`src/ac97_audio_pkg.sv`:
```
// Audio sample types
`default_nettype none

package ac97_audio_pkg;

  // --------------------------------------------------------------------------
  // sample payloads
  // --------------------------------------------------------------------------
  typedef logic signed [15:0] sample_t;        // one line node sample

  typedef struct packed {
    sample_t right;                            // upper half
    sample_t left;                             // lower half
  } stereo_t;

  // --------------------------------------------------------------------------
  // fifo sizing
  // --------------------------------------------------------------------------
  localparam int unsigned FIFO_DEPTH_DEFAULT = 16;
  localparam int unsigned FIFO_CNT_W = $clog2(FIFO_DEPTH_DEFAULT + 1);  // 0..depth

  typedef logic [FIFO_CNT_W-1:0] fifo_count_t;

endpackage

`default_nettype wire

```
`src/ac97_reg_pkg.sv`:
```
// Audio controller register map
`default_nettype none

package ac97_reg_pkg;
  import ac97_audio_pkg::*;

  typedef logic [31:0] bus_addr_t;
  typedef logic [31:0] bus_data_t;

  typedef struct packed {
    bus_addr_t addr;
    bus_data_t wdata;
    logic      wen;                            // one-cycle write strobe
    logic      ren;                            // one-cycle read strobe
  } bus_req_t;

  typedef struct packed {
    bus_data_t rdata;
    logic      ack;
  } bus_rsp_t;

  // --------------------------------------------------------------------------
  // register offsets, low address bits only
  // --------------------------------------------------------------------------
  localparam int ADDR_DECODE_BITS = 20;
  typedef logic [ADDR_DECODE_BITS-1:0] reg_off_t;

  localparam reg_off_t ADDR_FIFO_PLAY   = 'h00;  // wo, left then right
  localparam reg_off_t ADDR_FIFO_REC    = 'h04;  // ro, left then right
  localparam reg_off_t ADDR_STATUS      = 'h08;  // ro
  localparam reg_off_t ADDR_FIFO_RESET  = 'h0C;  // wo
  localparam reg_off_t ADDR_CODEC_ADDR  = 'h10;  // wo, addr + rw flag
  localparam reg_off_t ADDR_CODEC_RDATA = 'h14;  // ro
  localparam reg_off_t ADDR_CODEC_WDATA = 'h18;  // wo

  // status byte layout
  localparam int STAT_BITS          = 8;
  localparam int STAT_PLAY_FULL     = 0;
  localparam int STAT_PLAY_HALF     = 1;       // count <= depth/2
  localparam int STAT_REC_FULL      = 2;
  localparam int STAT_REC_EMPTY     = 3;
  localparam int STAT_ACCESS_DONE   = 4;
  localparam int STAT_CODEC_READY   = 5;
  localparam int STAT_PLAY_UNDERRUN = 6;
  localparam int STAT_REC_OVERRUN   = 7;

  localparam int RST_PLAY_BIT = 0;
  localparam int RST_REC_BIT  = 1;
  localparam int CODEC_RW_BIT = 7;             // 1 = read from codec

  typedef logic [5:0]  codec_addr_t;           // word address
  typedef logic [15:0] codec_data_t;

  localparam codec_addr_t CODEC_PWR_WORD  = 6'h26 >> 1;  // power-down status
  localparam codec_data_t CODEC_PWR_READY = 16'h000F;    // all sub-blocks ready

  // decoded request, each flag valid for the request cycle only
  typedef struct packed {
    logic        play_push;                    // right write completes a pair
    stereo_t     play_pair;
    logic        rec_pop;                      // second record read
    logic        rec_half_right;
    logic        sel_status;
    logic        sel_rec;
    logic        sel_codec;
    logic        sel_other;                    // unmapped read
    logic        play_reset;
    logic        rec_reset;
    logic        codec_cmd_valid;
    codec_addr_t codec_addr;
    logic        codec_read;
    logic        codec_wdata_valid;
    codec_data_t codec_wdata;
    logic        any_access;                   // wen or ren
  } bus_cmd_t;

endpackage

`default_nettype wire

```
`src/ac97_bus_decode.sv`:
```
// System bus request decoder
`timescale 1ns/1ps
`default_nettype none

module ac97_bus_decode
  import ac97_reg_pkg::*;
  import ac97_audio_pkg::*;
(
  input  wire      clk_adc_125mhz,
  input  wire      adc_rstn_i,
  input  bus_req_t req_i,
  input  wire      play_flush_i,               // restart play pairing at left
  input  wire      rec_flush_i,                // restart record pairing at left
  output bus_cmd_t cmd_o
);

  reg_off_t off;
  logic     play_wr;
  logic     rec_rd;
  logic     play_right_q;                      // next play write is the right half
  logic     rec_right_q;                       // next record read is the right half
  sample_t  play_left_q;                       // left half waiting for its right

  assign off     = req_i.addr[ADDR_DECODE_BITS-1:0];
  assign play_wr = req_i.wen && (off == ADDR_FIFO_PLAY);
  assign rec_rd  = req_i.ren && (off == ADDR_FIFO_REC);

  // --------------------------------------------------------------------------
  // command flags, combinational from request and pairing state
  // --------------------------------------------------------------------------
  always_comb begin
    cmd_o            = '0;
    cmd_o.any_access = req_i.wen || req_i.ren;
    if (req_i.wen) begin
      case (off)
        ADDR_FIFO_PLAY: begin
          cmd_o.play_push       = play_right_q;  // pair complete on right write
          cmd_o.play_pair.right = sample_t'(req_i.wdata[15:0]);
          cmd_o.play_pair.left  = play_left_q;
        end
        ADDR_FIFO_RESET: begin
          cmd_o.play_reset = req_i.wdata[RST_PLAY_BIT];
          cmd_o.rec_reset  = req_i.wdata[RST_REC_BIT];
        end
        ADDR_CODEC_ADDR: begin
          cmd_o.codec_cmd_valid = 1'b1;
          cmd_o.codec_addr      = req_i.wdata[6:1];  // byte to word address
          cmd_o.codec_read      = req_i.wdata[CODEC_RW_BIT];
        end
        ADDR_CODEC_WDATA: begin
          cmd_o.codec_wdata_valid = 1'b1;
          cmd_o.codec_wdata       = req_i.wdata[15:0];
        end
        default: ;                             // writes elsewhere are dropped
      endcase
    end
    if (req_i.ren) begin
      case (off)
        ADDR_FIFO_REC: begin
          cmd_o.sel_rec        = 1'b1;
          cmd_o.rec_half_right = rec_right_q;
          cmd_o.rec_pop        = rec_right_q;  // right half read frees the head
        end
        ADDR_STATUS:      cmd_o.sel_status = 1'b1;
        ADDR_CODEC_RDATA: cmd_o.sel_codec  = 1'b1;
        default:          cmd_o.sel_other  = 1'b1;
      endcase
    end
  end

  always_ff @(posedge clk_adc_125mhz) begin
    if (!adc_rstn_i) begin
      play_right_q <= 1'b0;
      rec_right_q  <= 1'b0;
    end else begin
      if (play_flush_i) play_right_q <= 1'b0;
      else if (play_wr) play_right_q <= !play_right_q;
      if (rec_flush_i) rec_right_q <= 1'b0;
      else if (rec_rd) rec_right_q <= !rec_right_q;
    end
  end

  always_ff @(posedge clk_adc_125mhz) begin
    if (play_wr && !play_right_q) play_left_q <= sample_t'(req_i.wdata[15:0]);
  end

endmodule

`default_nettype wire

```
`src/ac97_ctrl_top.sv`:
```
// Audio controller top level
`timescale 1ns/1ps
`default_nettype none

module ac97_ctrl_top
  import ac97_reg_pkg::*;
  import ac97_audio_pkg::*;
#(
  parameter int unsigned FIFO_DEPTH    = FIFO_DEPTH_DEFAULT,
  parameter int unsigned SAMPLE_PERIOD = 2604  // 48 kHz at 125 MHz
) (
  input  wire       clk_adc_125mhz,
  input  wire       adc_rstn_i,
  input  bus_addr_t sys_addr_i,
  input  bus_data_t sys_wdata_i,
  input  wire       sys_wen_i,
  input  wire       sys_ren_i,
  output bus_data_t sys_rdata_o,
  output logic      sys_ack_o,
  input  stereo_t   line_in_i,
  output stereo_t   line_out_o,
  output logic      sample_strobe_o
);

  bus_req_t    req;
  bus_rsp_t    rsp;
  bus_cmd_t    cmd;
  logic        strobe;
  stereo_t     play_head;
  stereo_t     rec_head;
  fifo_count_t play_count;
  fifo_count_t rec_count;
  logic        play_empty;
  logic        rec_full;
  codec_data_t codec_rdata;
  logic        access_done;
  stereo_t     line_out_q;

  assign req = '{addr: sys_addr_i, wdata: sys_wdata_i, wen: sys_wen_i, ren: sys_ren_i};
  assign sys_rdata_o     = rsp.rdata;
  assign sys_ack_o       = rsp.ack;
  assign sample_strobe_o = strobe;
  assign line_out_o      = line_out_q;

  sample_strobe_gen #(.SAMPLE_PERIOD(SAMPLE_PERIOD)) u_strobe (
    .clk_adc_125mhz, .adc_rstn_i, .strobe_o(strobe)
  );

  ac97_bus_decode u_decode (
    .clk_adc_125mhz, .adc_rstn_i, .req_i(req),
    .play_flush_i(cmd.play_reset), .rec_flush_i(cmd.rec_reset), .cmd_o(cmd)
  );

  // ------------------------------------------------------------------------
  // play: software pushes pairs, strobe drains to line out
  // ------------------------------------------------------------------------
  sample_fifo #(.FIFO_DEPTH(FIFO_DEPTH), .payload_t(stereo_t)) play_fifo (
    .clk_adc_125mhz, .adc_rstn_i, .flush_i(cmd.play_reset),
    .push_i(cmd.play_push), .data_i(cmd.play_pair), .pop_i(strobe),
    .head_o(play_head), .count_o(play_count), .empty_o(play_empty), .full_o()
  );

  always_ff @(posedge clk_adc_125mhz) begin
    if (!adc_rstn_i) line_out_q <= '0;
    else if (strobe && !play_empty) line_out_q <= play_head;  // holds on underrun
  end

  // record: strobe captures line in, software drains halves
  sample_fifo #(.FIFO_DEPTH(FIFO_DEPTH), .payload_t(stereo_t)) rec_fifo (
    .clk_adc_125mhz, .adc_rstn_i, .flush_i(cmd.rec_reset),
    .push_i(strobe), .data_i(line_in_i), .pop_i(cmd.rec_pop),
    .head_o(rec_head), .count_o(rec_count), .empty_o(), .full_o(rec_full)
  );

  codec_reg_file u_codec (
    .clk_adc_125mhz, .adc_rstn_i, .cmd_i(cmd),
    .rdata_o(codec_rdata), .access_done_o(access_done)
  );

  ac97_read_mux #(.FIFO_DEPTH(FIFO_DEPTH)) u_read_mux (
    .clk_adc_125mhz, .adc_rstn_i, .cmd_i(cmd), .strobe_i(strobe),
    .rec_head_i(rec_head), .play_count_i(play_count), .rec_count_i(rec_count),
    .play_empty_i(play_empty), .rec_full_i(rec_full),
    .codec_rdata_i(codec_rdata), .access_done_i(access_done), .rsp_o(rsp)
  );

endmodule

`default_nettype wire

```
`src/ac97_read_mux.sv`:
```
// Read data and status stage
`timescale 1ns/1ps
`default_nettype none

module ac97_read_mux
  import ac97_reg_pkg::*;
  import ac97_audio_pkg::*;
#(
  parameter int unsigned FIFO_DEPTH = FIFO_DEPTH_DEFAULT
) (
  input  wire         clk_adc_125mhz,
  input  wire         adc_rstn_i,
  input  bus_cmd_t    cmd_i,
  input  wire         strobe_i,                // sample tick
  input  stereo_t     rec_head_i,
  input  fifo_count_t play_count_i,
  input  fifo_count_t rec_count_i,
  input  wire         play_empty_i,
  input  wire         rec_full_i,
  input  codec_data_t codec_rdata_i,
  input  wire         access_done_i,
  output bus_rsp_t    rsp_o
);

  logic                 play_underrun_q;
  logic                 rec_overrun_q;
  logic                 codec_ready_q;
  logic [STAT_BITS-1:0] status;
  bus_data_t            rdata_q;
  logic                 ack_q;
  sample_t              rec_half;

  assign rec_half = cmd_i.rec_half_right ? rec_head_i.right : rec_head_i.left;

  always_comb begin
    status                     = '0;
    status[STAT_PLAY_FULL]     = (play_count_i == fifo_count_t'(FIFO_DEPTH));
    status[STAT_PLAY_HALF]     = (play_count_i <= fifo_count_t'(FIFO_DEPTH / 2));
    status[STAT_REC_FULL]      = rec_full_i;
    status[STAT_REC_EMPTY]     = (rec_count_i == '0);
    status[STAT_ACCESS_DONE]   = access_done_i;
    status[STAT_CODEC_READY]   = codec_ready_q;
    status[STAT_PLAY_UNDERRUN] = play_underrun_q;
    status[STAT_REC_OVERRUN]   = rec_overrun_q;
  end

  // --------------------------------------------------------------------------
  // sticky flags, fifo reset wins over a same-cycle set
  // --------------------------------------------------------------------------
  always_ff @(posedge clk_adc_125mhz) begin
    if (!adc_rstn_i) begin
      play_underrun_q <= 1'b0;
      rec_overrun_q   <= 1'b0;
      codec_ready_q   <= 1'b0;
      ack_q           <= 1'b0;
      rdata_q         <= '0;
    end else begin
      codec_ready_q <= 1'b1;                   // ready one cycle after reset
      if (cmd_i.play_reset) play_underrun_q <= 1'b0;
      else if (strobe_i && play_empty_i) play_underrun_q <= 1'b1;
      if (cmd_i.rec_reset) rec_overrun_q <= 1'b0;
      else if (strobe_i && rec_full_i) rec_overrun_q <= 1'b1;  // sample lost
      ack_q <= cmd_i.any_access;
      if (cmd_i.sel_rec) rdata_q <= {16'b0, rec_half};
      else if (cmd_i.sel_status) rdata_q <= {{(32 - STAT_BITS){1'b0}}, status};
      else if (cmd_i.sel_codec) rdata_q <= {16'b0, codec_rdata_i};
      else if (cmd_i.sel_other) rdata_q <= '0;   // unmapped read
    end
  end

  assign rsp_o = '{rdata: rdata_q, ack: ack_q};

endmodule

`default_nettype wire

```
`src/codec_reg_file.sv`:
```
// Codec register shadow
`timescale 1ns/1ps
`default_nettype none

module codec_reg_file
  import ac97_reg_pkg::*;
(
  input  wire         clk_adc_125mhz,
  input  wire         adc_rstn_i,
  input  bus_cmd_t    cmd_i,
  output codec_data_t rdata_o,
  output logic        access_done_o
);

  localparam int CODEC_WORDS = 2 ** $bits(codec_addr_t);  // 64 words

  codec_data_t mem [CODEC_WORDS];
  codec_addr_t addr_q;                         // word under access
  codec_data_t wdata_q;                        // data for the next store
  codec_data_t rdata_q;
  logic        store_q;
  logic        recall_q;
  logic        prepare_q;                      // first stage of access

  always_ff @(posedge clk_adc_125mhz) begin
    if (!adc_rstn_i) begin
      store_q       <= 1'b0;
      recall_q      <= 1'b0;
      prepare_q     <= 1'b0;
      access_done_o <= 1'b0;
      rdata_q       <= '0;
    end else begin
      store_q   <= cmd_i.codec_cmd_valid && !cmd_i.codec_read;
      recall_q  <= cmd_i.codec_cmd_valid && cmd_i.codec_read;
      prepare_q <= cmd_i.codec_cmd_valid;
      if (cmd_i.codec_cmd_valid) access_done_o <= 1'b0;  // new access pending
      else if (prepare_q) access_done_o <= 1'b1;
      if (recall_q) begin
        // power-down word always reports its sub-blocks ready
        if (addr_q == CODEC_PWR_WORD) rdata_q <= mem[addr_q] | CODEC_PWR_READY;
        else rdata_q <= mem[addr_q];
      end
    end
  end

  always_ff @(posedge clk_adc_125mhz) begin
    if (cmd_i.codec_cmd_valid) addr_q <= cmd_i.codec_addr;
    if (cmd_i.codec_wdata_valid) wdata_q <= cmd_i.codec_wdata;
    if (store_q) mem[addr_q] <= wdata_q;
  end

  assign rdata_o = rdata_q;

endmodule

`default_nettype wire

```
`src/sample_fifo.sv`:
```
// Synchronous sample FIFO
`timescale 1ns/1ps
`default_nettype none

module sample_fifo
  import ac97_audio_pkg::*;
#(
  parameter int unsigned FIFO_DEPTH = FIFO_DEPTH_DEFAULT,
  parameter type         payload_t  = stereo_t
) (
  input  wire         clk_adc_125mhz,
  input  wire         adc_rstn_i,
  input  wire         flush_i,                 // empties the fifo at next clock
  input  wire         push_i,
  input  payload_t    data_i,
  input  wire         pop_i,
  output payload_t    head_o,                  // oldest word, no pop needed
  output fifo_count_t count_o,
  output logic        empty_o,
  output logic        full_o
);

  localparam int unsigned PTR_W = (FIFO_DEPTH > 1) ? $clog2(FIFO_DEPTH) : 1;
  typedef logic [PTR_W-1:0] ptr_t;

  payload_t    mem [FIFO_DEPTH];
  ptr_t        rd_ptr_q;
  ptr_t        wr_ptr_q;
  fifo_count_t count_q;
  logic        do_push;
  logic        do_pop;

  function automatic ptr_t ptr_inc(input ptr_t ptr);
    ptr_inc = (ptr == ptr_t'(FIFO_DEPTH - 1)) ? '0 : ptr + 1'b1;  // depth need not be 2^n
  endfunction

  assign full_o  = (count_q == fifo_count_t'(FIFO_DEPTH));
  assign empty_o = (count_q == '0);
  assign do_push = push_i && !full_o;          // dropped when full
  assign do_pop  = pop_i && !empty_o;          // ignored when empty
  assign head_o  = mem[rd_ptr_q];
  assign count_o = count_q;

  always_ff @(posedge clk_adc_125mhz) begin
    if (do_push) mem[wr_ptr_q] <= data_i;
  end

  always_ff @(posedge clk_adc_125mhz) begin
    if (!adc_rstn_i || flush_i) begin
      rd_ptr_q <= '0;
      wr_ptr_q <= '0;
      count_q  <= '0;
    end else begin
      if (do_push) wr_ptr_q <= ptr_inc(wr_ptr_q);
      if (do_pop) rd_ptr_q <= ptr_inc(rd_ptr_q);
      case ({do_push, do_pop})
        2'b10:   count_q <= count_q + 1'b1;
        2'b01:   count_q <= count_q - 1'b1;
        default: count_q <= count_q;           // none, or push and pop together
      endcase
    end
  end

endmodule

`default_nettype wire

```
`src/sample_strobe_gen.sv`:
```
// Sample-rate strobe divider
`timescale 1ns/1ps
`default_nettype none

module sample_strobe_gen #(
  parameter int unsigned SAMPLE_PERIOD = 2604  // 125 MHz / 48 kHz
) (
  input  wire  clk_adc_125mhz,
  input  wire  adc_rstn_i,
  output logic strobe_o                        // one cycle per sample
);

  localparam int unsigned CNT_W = (SAMPLE_PERIOD > 1) ? $clog2(SAMPLE_PERIOD) : 1;

  logic [CNT_W-1:0] cnt_q;

  always_ff @(posedge clk_adc_125mhz) begin
    if (!adc_rstn_i) begin
      cnt_q    <= '0;
      strobe_o <= 1'b0;
    end else if (cnt_q == CNT_W'(SAMPLE_PERIOD - 1)) begin
      cnt_q    <= '0;                          // wrap, fire strobe
      strobe_o <= 1'b1;
    end else begin
      cnt_q    <= cnt_q + 1'b1;
      strobe_o <= 1'b0;
    end
  end

endmodule

`default_nettype wire

```
`config.mk`:
```
export PLATFORM = sky130hd
export DESIGN_NAME = ac97_ctrl_top
export DESIGN_NICKNAME = d
export VERILOG_FILES = /design/src/ac97_audio_pkg.sv /design/src/ac97_reg_pkg.sv /design/src/ac97_bus_decode.sv /design/src/ac97_ctrl_top.sv /design/src/ac97_read_mux.sv /design/src/codec_reg_file.sv /design/src/sample_fifo.sv /design/src/sample_strobe_gen.sv
export SDC_FILE = /design/constraint.sdc
export NUM_CORES = 2
export LEC_CHECK = 0
export ABC_AREA = 1
export ABC_CLOCK_PERIOD_IN_PS = 3800
export BUFFER_PORTS_ARGS = -buffer_cell sky130_fd_sc_hd__buf_2
export CAP_MARGIN = 20
export CORE_UTILIZATION = 45
export CTS_CLUSTER_DIAMETER = 100
export CTS_CLUSTER_SIZE = 20
export DETAILED_ROUTE_END_ITERATION = 7
export GPL_ROUTABILITY_DRIVEN = 0
export HOLD_SLACK_MARGIN = 0.12
export PLACE_DENSITY = 0.71
export SKIP_CTS_REPAIR_TIMING = 1
export SYNTH_ARGS = -nofsm -noshare
export SYNTH_HDL_FRONTEND = slang
export SYNTH_SLANG_ARGS = --single-unit
```
`constraint.sdc`:
```
create_clock -name clk_adc_125mhz -period 3.8 [get_ports clk_adc_125mhz]
set_clock_uncertainty 0.1 [all_clocks]
set_input_delay 0.76 -clock clk_adc_125mhz [delete_from_list [all_inputs] [get_ports clk_adc_125mhz]]
set_output_delay 0.76 -clock clk_adc_125mhz [all_outputs]
set_load 0.01 [all_outputs]
```
# Word level (Yosys, flattened, before mapping)
# Memory sizes are Yosys's and may differ from the RTL's. A register that Yosys moved wholly into a read port is not among the register bits.
# Index checks and enable logic that the tools add are counted.
# W data, S select, Z words.
# totals
regBits,119
n_memories,3
out_inout_bits,66
mem_bits_rw,2048
wordCells,127
in_bits,100
# classes
n_addsub,9
n_eq_ne,18
mux,36
n_bitwise,1
n_lt_le_gt_ge,1
n_reduce_logical,36
# memory_table
memory,depth,width,read_ports,rd_ports_with_merged_regs,write_ports,line,source
u_codec.mem,64,16,1,1,1,codec_reg_file.sv:17,codec_data_t mem [CODEC_WORDS];
play_fifo.mem,16,32,1,1,1,sample_fifo.sv:26,payload_t mem [FIFO_DEPTH];
rec_fifo.mem,16,32,1,1,1,sample_fifo.sv:26,
# op_table
op,n
$mux W16,5
$mux W33,2
$eq A20 B5 Y1 const B,3
$eq A20 B4 Y1 const B,2
$mux W4,7
$mux W27,1
$eq A20 B3 Y1 const B,1
$logic_not A20 Y1,1
$pmux W5 S2,2
$mux W6,3
$mux W17,1
$add A4 B1 Y4 const B,4
$eq A4 B4 Y1 const B,4
$add A12 B1 Y12 const B,1
$eq A12 B12 Y1 const B,1
$mux W1,12
$logic_and A1 B1 Y1,11
$add A5 B1 Y5 const B,2
$eq A5 B5 Y1 const B,2
$logic_not A5 Y1,2
$sub A5 B1 Y5 const B,2
$logic_not A1 Y1,9
$mux W8,1
$reduce_or A2 Y1,4
other kinds (11),18

# Depth between registers and ports, before layout
# logic_depth
ltp_word,8
depth_mapped,18

# By module
# From an unflattened synthesis, not the netlist that was laid out.
# unflattened
cells_unflattened,7766
hier_area_um2,91749.2
# modules_own_cells
mod,cells_each,instances,seq_area_each_um2,area_per_inst_um2
sample_fifo,1759,2,15715.1,21883.5
codec_reg_file,3577,1,31930.6,43085.1
ac97_bus_decode,182,1,520.5,1498.9
ac97_ctrl_top,208,1,640.6,1382.6
ac97_read_mux,193,1,400.4,1365.1
sample_strobe_gen,88,1,260.2,650.6

# Worst setup path before layout
# Ideal clock, no wire load.
# synth_timing
kind,input port to flip-flop
startpoint,in sys_addr_i[17]
endpoint,"mem play_fifo.mem[0][0] (netlist bit), enable pin"
path_stages,7
slack_ns,0.146
t_required_ns,3.279
arrival_time_ns,3.133
cell_sequence,nor2_2 -> nand3_2 -> nor2_8 -> nand3_4 -> nor3_4 -> nand2_1 -> nor2_1
# synth_between
elab_chain_cells,6
# synth_lines
element,line,source
start: declaration,ac97_ctrl_top.sv:14,"input bus_addr_t sys_addr_i,"
$logic_not A20 Y1,ac97_bus_decode.sv:35,case (off)
$mux W33,ac97_bus_decode.sv:35,
$mux W33,ac97_bus_decode.sv:34,if (req_i.wen) begin
$logic_and A1 B1 Y1,sample_fifo.sv:39,assign do_push = push_i && !full_o;
$mux W1,sample_fifo.sv:45,if (do_push) mem[wr_ptr_q] <= data_i;
$mux W1 (implied by the code),sample_fifo.sv:45,
end: declaration,sample_fifo.sv:26,
# Every way passes these cells.

==> flow_summary_export.csv <==
group,metric,value,unit
synthesis,synth_warnings,0,
synthesis,synth_commonest_cells,"2086 x edfxtp_1, 1363 x nand2_1, 1172 x nand3_1",
setup_path,end_kind,"flop",
placement,dpl.cell_count,9895,
cts,insertion_delay,0.80,ns
setup_path,arrival,3.64,ns
global_route,grt_overflow,0,
timing,worst_slack,0.8071,ns
placement,dpl_cell_area,0.09297,mm^2
synthesis,synth.area.top_cells,"edfxtp_1 70%, nand3_1 6.6%, nand2_1 5.7%",
timing,hold_violations,0,
finish,fin_area,0.09667,mm^2
power_and_ir_drop,vdd_ir_drop_max,396.4,uV
worst_hold_path,holdCritPathClass,"input port to flop",
setup_path,critical_path_class,"flop to flop",
timing,max_freq,0.3341,GHz
global_route,grt_pass1_wl,335.9,mm
power_and_ir_drop,p_leak,34.21,nW
global_route,antenna_found_initial,19,
placement,place_ws,0.4017,ns
die,pin_count,166,
synthesis,synthCells,7400,
run_status,violations,"design-rule violations",
synthesis,yosysTopAreaCell,"edfxtp_1",
routing,first_iter_violations,7451,
timing,tns,0,ns
setup_path,crit_path_frequent_cell,"nand3_1",
cts,cts_root_buffer,"clkbuf_16",
synthesis,synth.most_common_cell,"edfxtp_1",
synthesis,seq_area_frac_synth,0.7309,
timing,min_period_over_period,0.7876,
timing,slew_violations,0,
power_and_ir_drop,clkPwrFrac,0.341,
setup_path,rrSetupSlack,0.81,ns
synthesis,postSynth.asyncResetShare,0,
finish,layout.cells.non_filler,10120,
power_and_ir_drop,p_sw_frac,0.1931,
flow_run,maxCapViolations,0,
synthesis,synth_cell_type_count,48,
timing,whs,0.1613,ns
routing,antenna_left,0,
die,die_w,446.9,um
finish,drive_gt1_frac,0.07452,
placement,io_buffer_count,121,
setup_path,worst-r2r-cell-count,9,
cts,clk_pin_slew,0.09,ns
synthesis,synth-edff-count,2086,
synthesis,synth_flop_cell,"edfxtp_1",
routing,drc_errors,6,
routing,dr_total_vias,57920,
cts,cts_tree,"built",
die,floorplan.initialDensity,0.4549,
timing,rsz0062_at_grt,"no",
routing,routedWlPerCell,22.32,um
synthesis,ys_ff_latch,2209,
global_route,grt_pass1_vias,54230,
setup_path,critPathRequiredTime,4.45,ns
routing,first_pass_iters,8,
finish,fin_nets,7527,
die,core-area,0.1958,mm^2
power_and_ir_drop,finalPower,40.24,mW
cts,cts_inserted_buffers,121,
finish,area_delta_synth_final,8.537,%
die,dieArea,0.1997,mm^2
timing,relSlewSlack,0.2269,
setup_path,cp_max_fo,42,
placement,dp_hpwl,122.1,mm
timing,min_period,2.993,ns
run_status,status,"finished with violations",
setup_path,worstPathCellList,"clkinv_2 -> buf_4 -> nor2_1 -> o21ai_0 -> nand3_1 -> nand3_1 -> nand3_1 -> nand3_1 -> a21oi_1",
global_route,grt_max_degree,177,
synthesis,synth_top_area_share,0.7033,
timing,setup_violations,0,
cts,cts_sinks,2209,
worst_hold_path,holdPathStages,1,
setup_path,slowest_delay,0.71,ns
finish,post-route-util,0.4937,
power_and_ir_drop,power_frac_seq,0.653,
synthesis,avgSynthCellArea,12.04,um^2
setup_path,slowest_stage,"clkinv_2",
routing,viasPerCell,5.722,
global_route,gr-usage-all-layers,0.2212,
synthesis,syn-cell-area,0.08907,mm^2
power_and_ir_drop,p_comb_frac,0.006,
timing,worst_pin_slew,1.160,ns
die,rows,162,
cts,clockBufferDepth,3,
setup_path,start_kind,"flop",
cts,cts-htree-levels,3,
routing,routed_wirelength,226.0,mm
die,dieHeight,446.9,um
power_and_ir_drop,p_per_area,416.3,mW/mm^2
power_and_ir_drop,p_int,32.47,mW
finish,fillCellCount,16640,
power_and_ir_drop,p_switching,7.771,mW
-- flip-flops by register name, summed over array words and instances, names as in the netlist, 5 cells and up, named ones only --
register	cells
u_decode.play_left_q	16
rec_fifo.count_o	5
u_strobe.cnt_q	12
line_out_o	32
u_codec.addr_q	6
rec_fifo.mem	512
u_codec.rdata_o	16
u_codec.mem	1024
u_read_mux.rdata_q	16
play_fifo.mem	512
play_fifo.count_o	5
u_codec.wdata_q	16
-- power by group through the flow --
stage	combinational [mW]	clock (mW)	sequential, mW
6_report	0.244	13.7	26.3
5_1_grt	0.267	14.7	26.3
4_1_cts	0.226	13.9	26.3
3_5_place_dp	0.226	0	26.8
3_3_place_gp	0.219	0	26.8
2_1_floorplan	0.0826	0	26.8
-- layout make-up --
type	instances	area, um^2	area share
clock buffers	195	3348	0.03463
inverters	227	889.6	0.009202
clock inverters	8	167.7	0.001734
multi-input cells	4496	20950	0.2167
well taps	2624	3283	0.03396
repair buffers	353	2870	0.02969
flip-flops and latches	2209	65140	0.6738
diodes	11	27.53	0.0002847
-- cell usage in the layout, fill, tap and decap left out, types with 7 or more instances in the layout --
master	instances
nand3_1	1172
buf_12	36
inv_1	213
diode_2	11
dfxtp_1	111
nor3_1	14
edfxtp_1	2086
inv_2	7
xor2_1	12
o21ai_0	490
dfxtp_4	7
nand2_1	1363
o211ai_1	261
o21ai_1	48
nor2_1	909
clkbuf_16	123
nor2_4	34
ha_1	19
nand4_1	14
conb_1	16
dlygate4sd3_1	13
buf_2	121
clkbuf_1	72
nor2_2	9
a21oi_1	74
buf_4	181
-- worst max-delay path: cells and delay by family, from the launching register on --
family          cells  cell delay (ns)
buf+inv             2             1.19
simple gates        5             0.72
flops               1             0.60
compound gates      2             0.28
-- metal layers --
| layer | wire length [um] | global-route usage | share of wire | vias to the layer above |
|---|---|---|---|---|
| met5 | 52 | 0 | 0.00023 | - |
| met4 | 8180 | 0.08779 | 0.036 | 8 |
| met3 | 20680 | 0.03120 | 0.091 | 424 |
| met2 | 106700 | 0.3498 | 0.47 | 2920 |
| met1 | 90420 | 0.3094 | 0.40 | 28360 |
| li1 | - | - | - | 26210 |
-- kinds of logic after synthesis --
family | share of synthesized area
xor+xnor | 0.001573
other cells | 0.00004210
buf+inv | 0.03746
flops | 0.7309
simple gates | 0.1691
compound gates | 0.05825
fa+ha+maj | 0.002669
-- worst paths after layout --
check               startpoint                      end
max reg2reg               flop    u_read_mux.rdata_q[6]
min reg2reg  u_strobe.cnt_q[0]        u_strobe.cnt_q[0]
min             sys_wdata_i[7]  u_decode.play_left_q[7]
max                       flop    u_read_mux.rdata_q[6]
No activity file was read; power rests on OpenSTA's default activity.
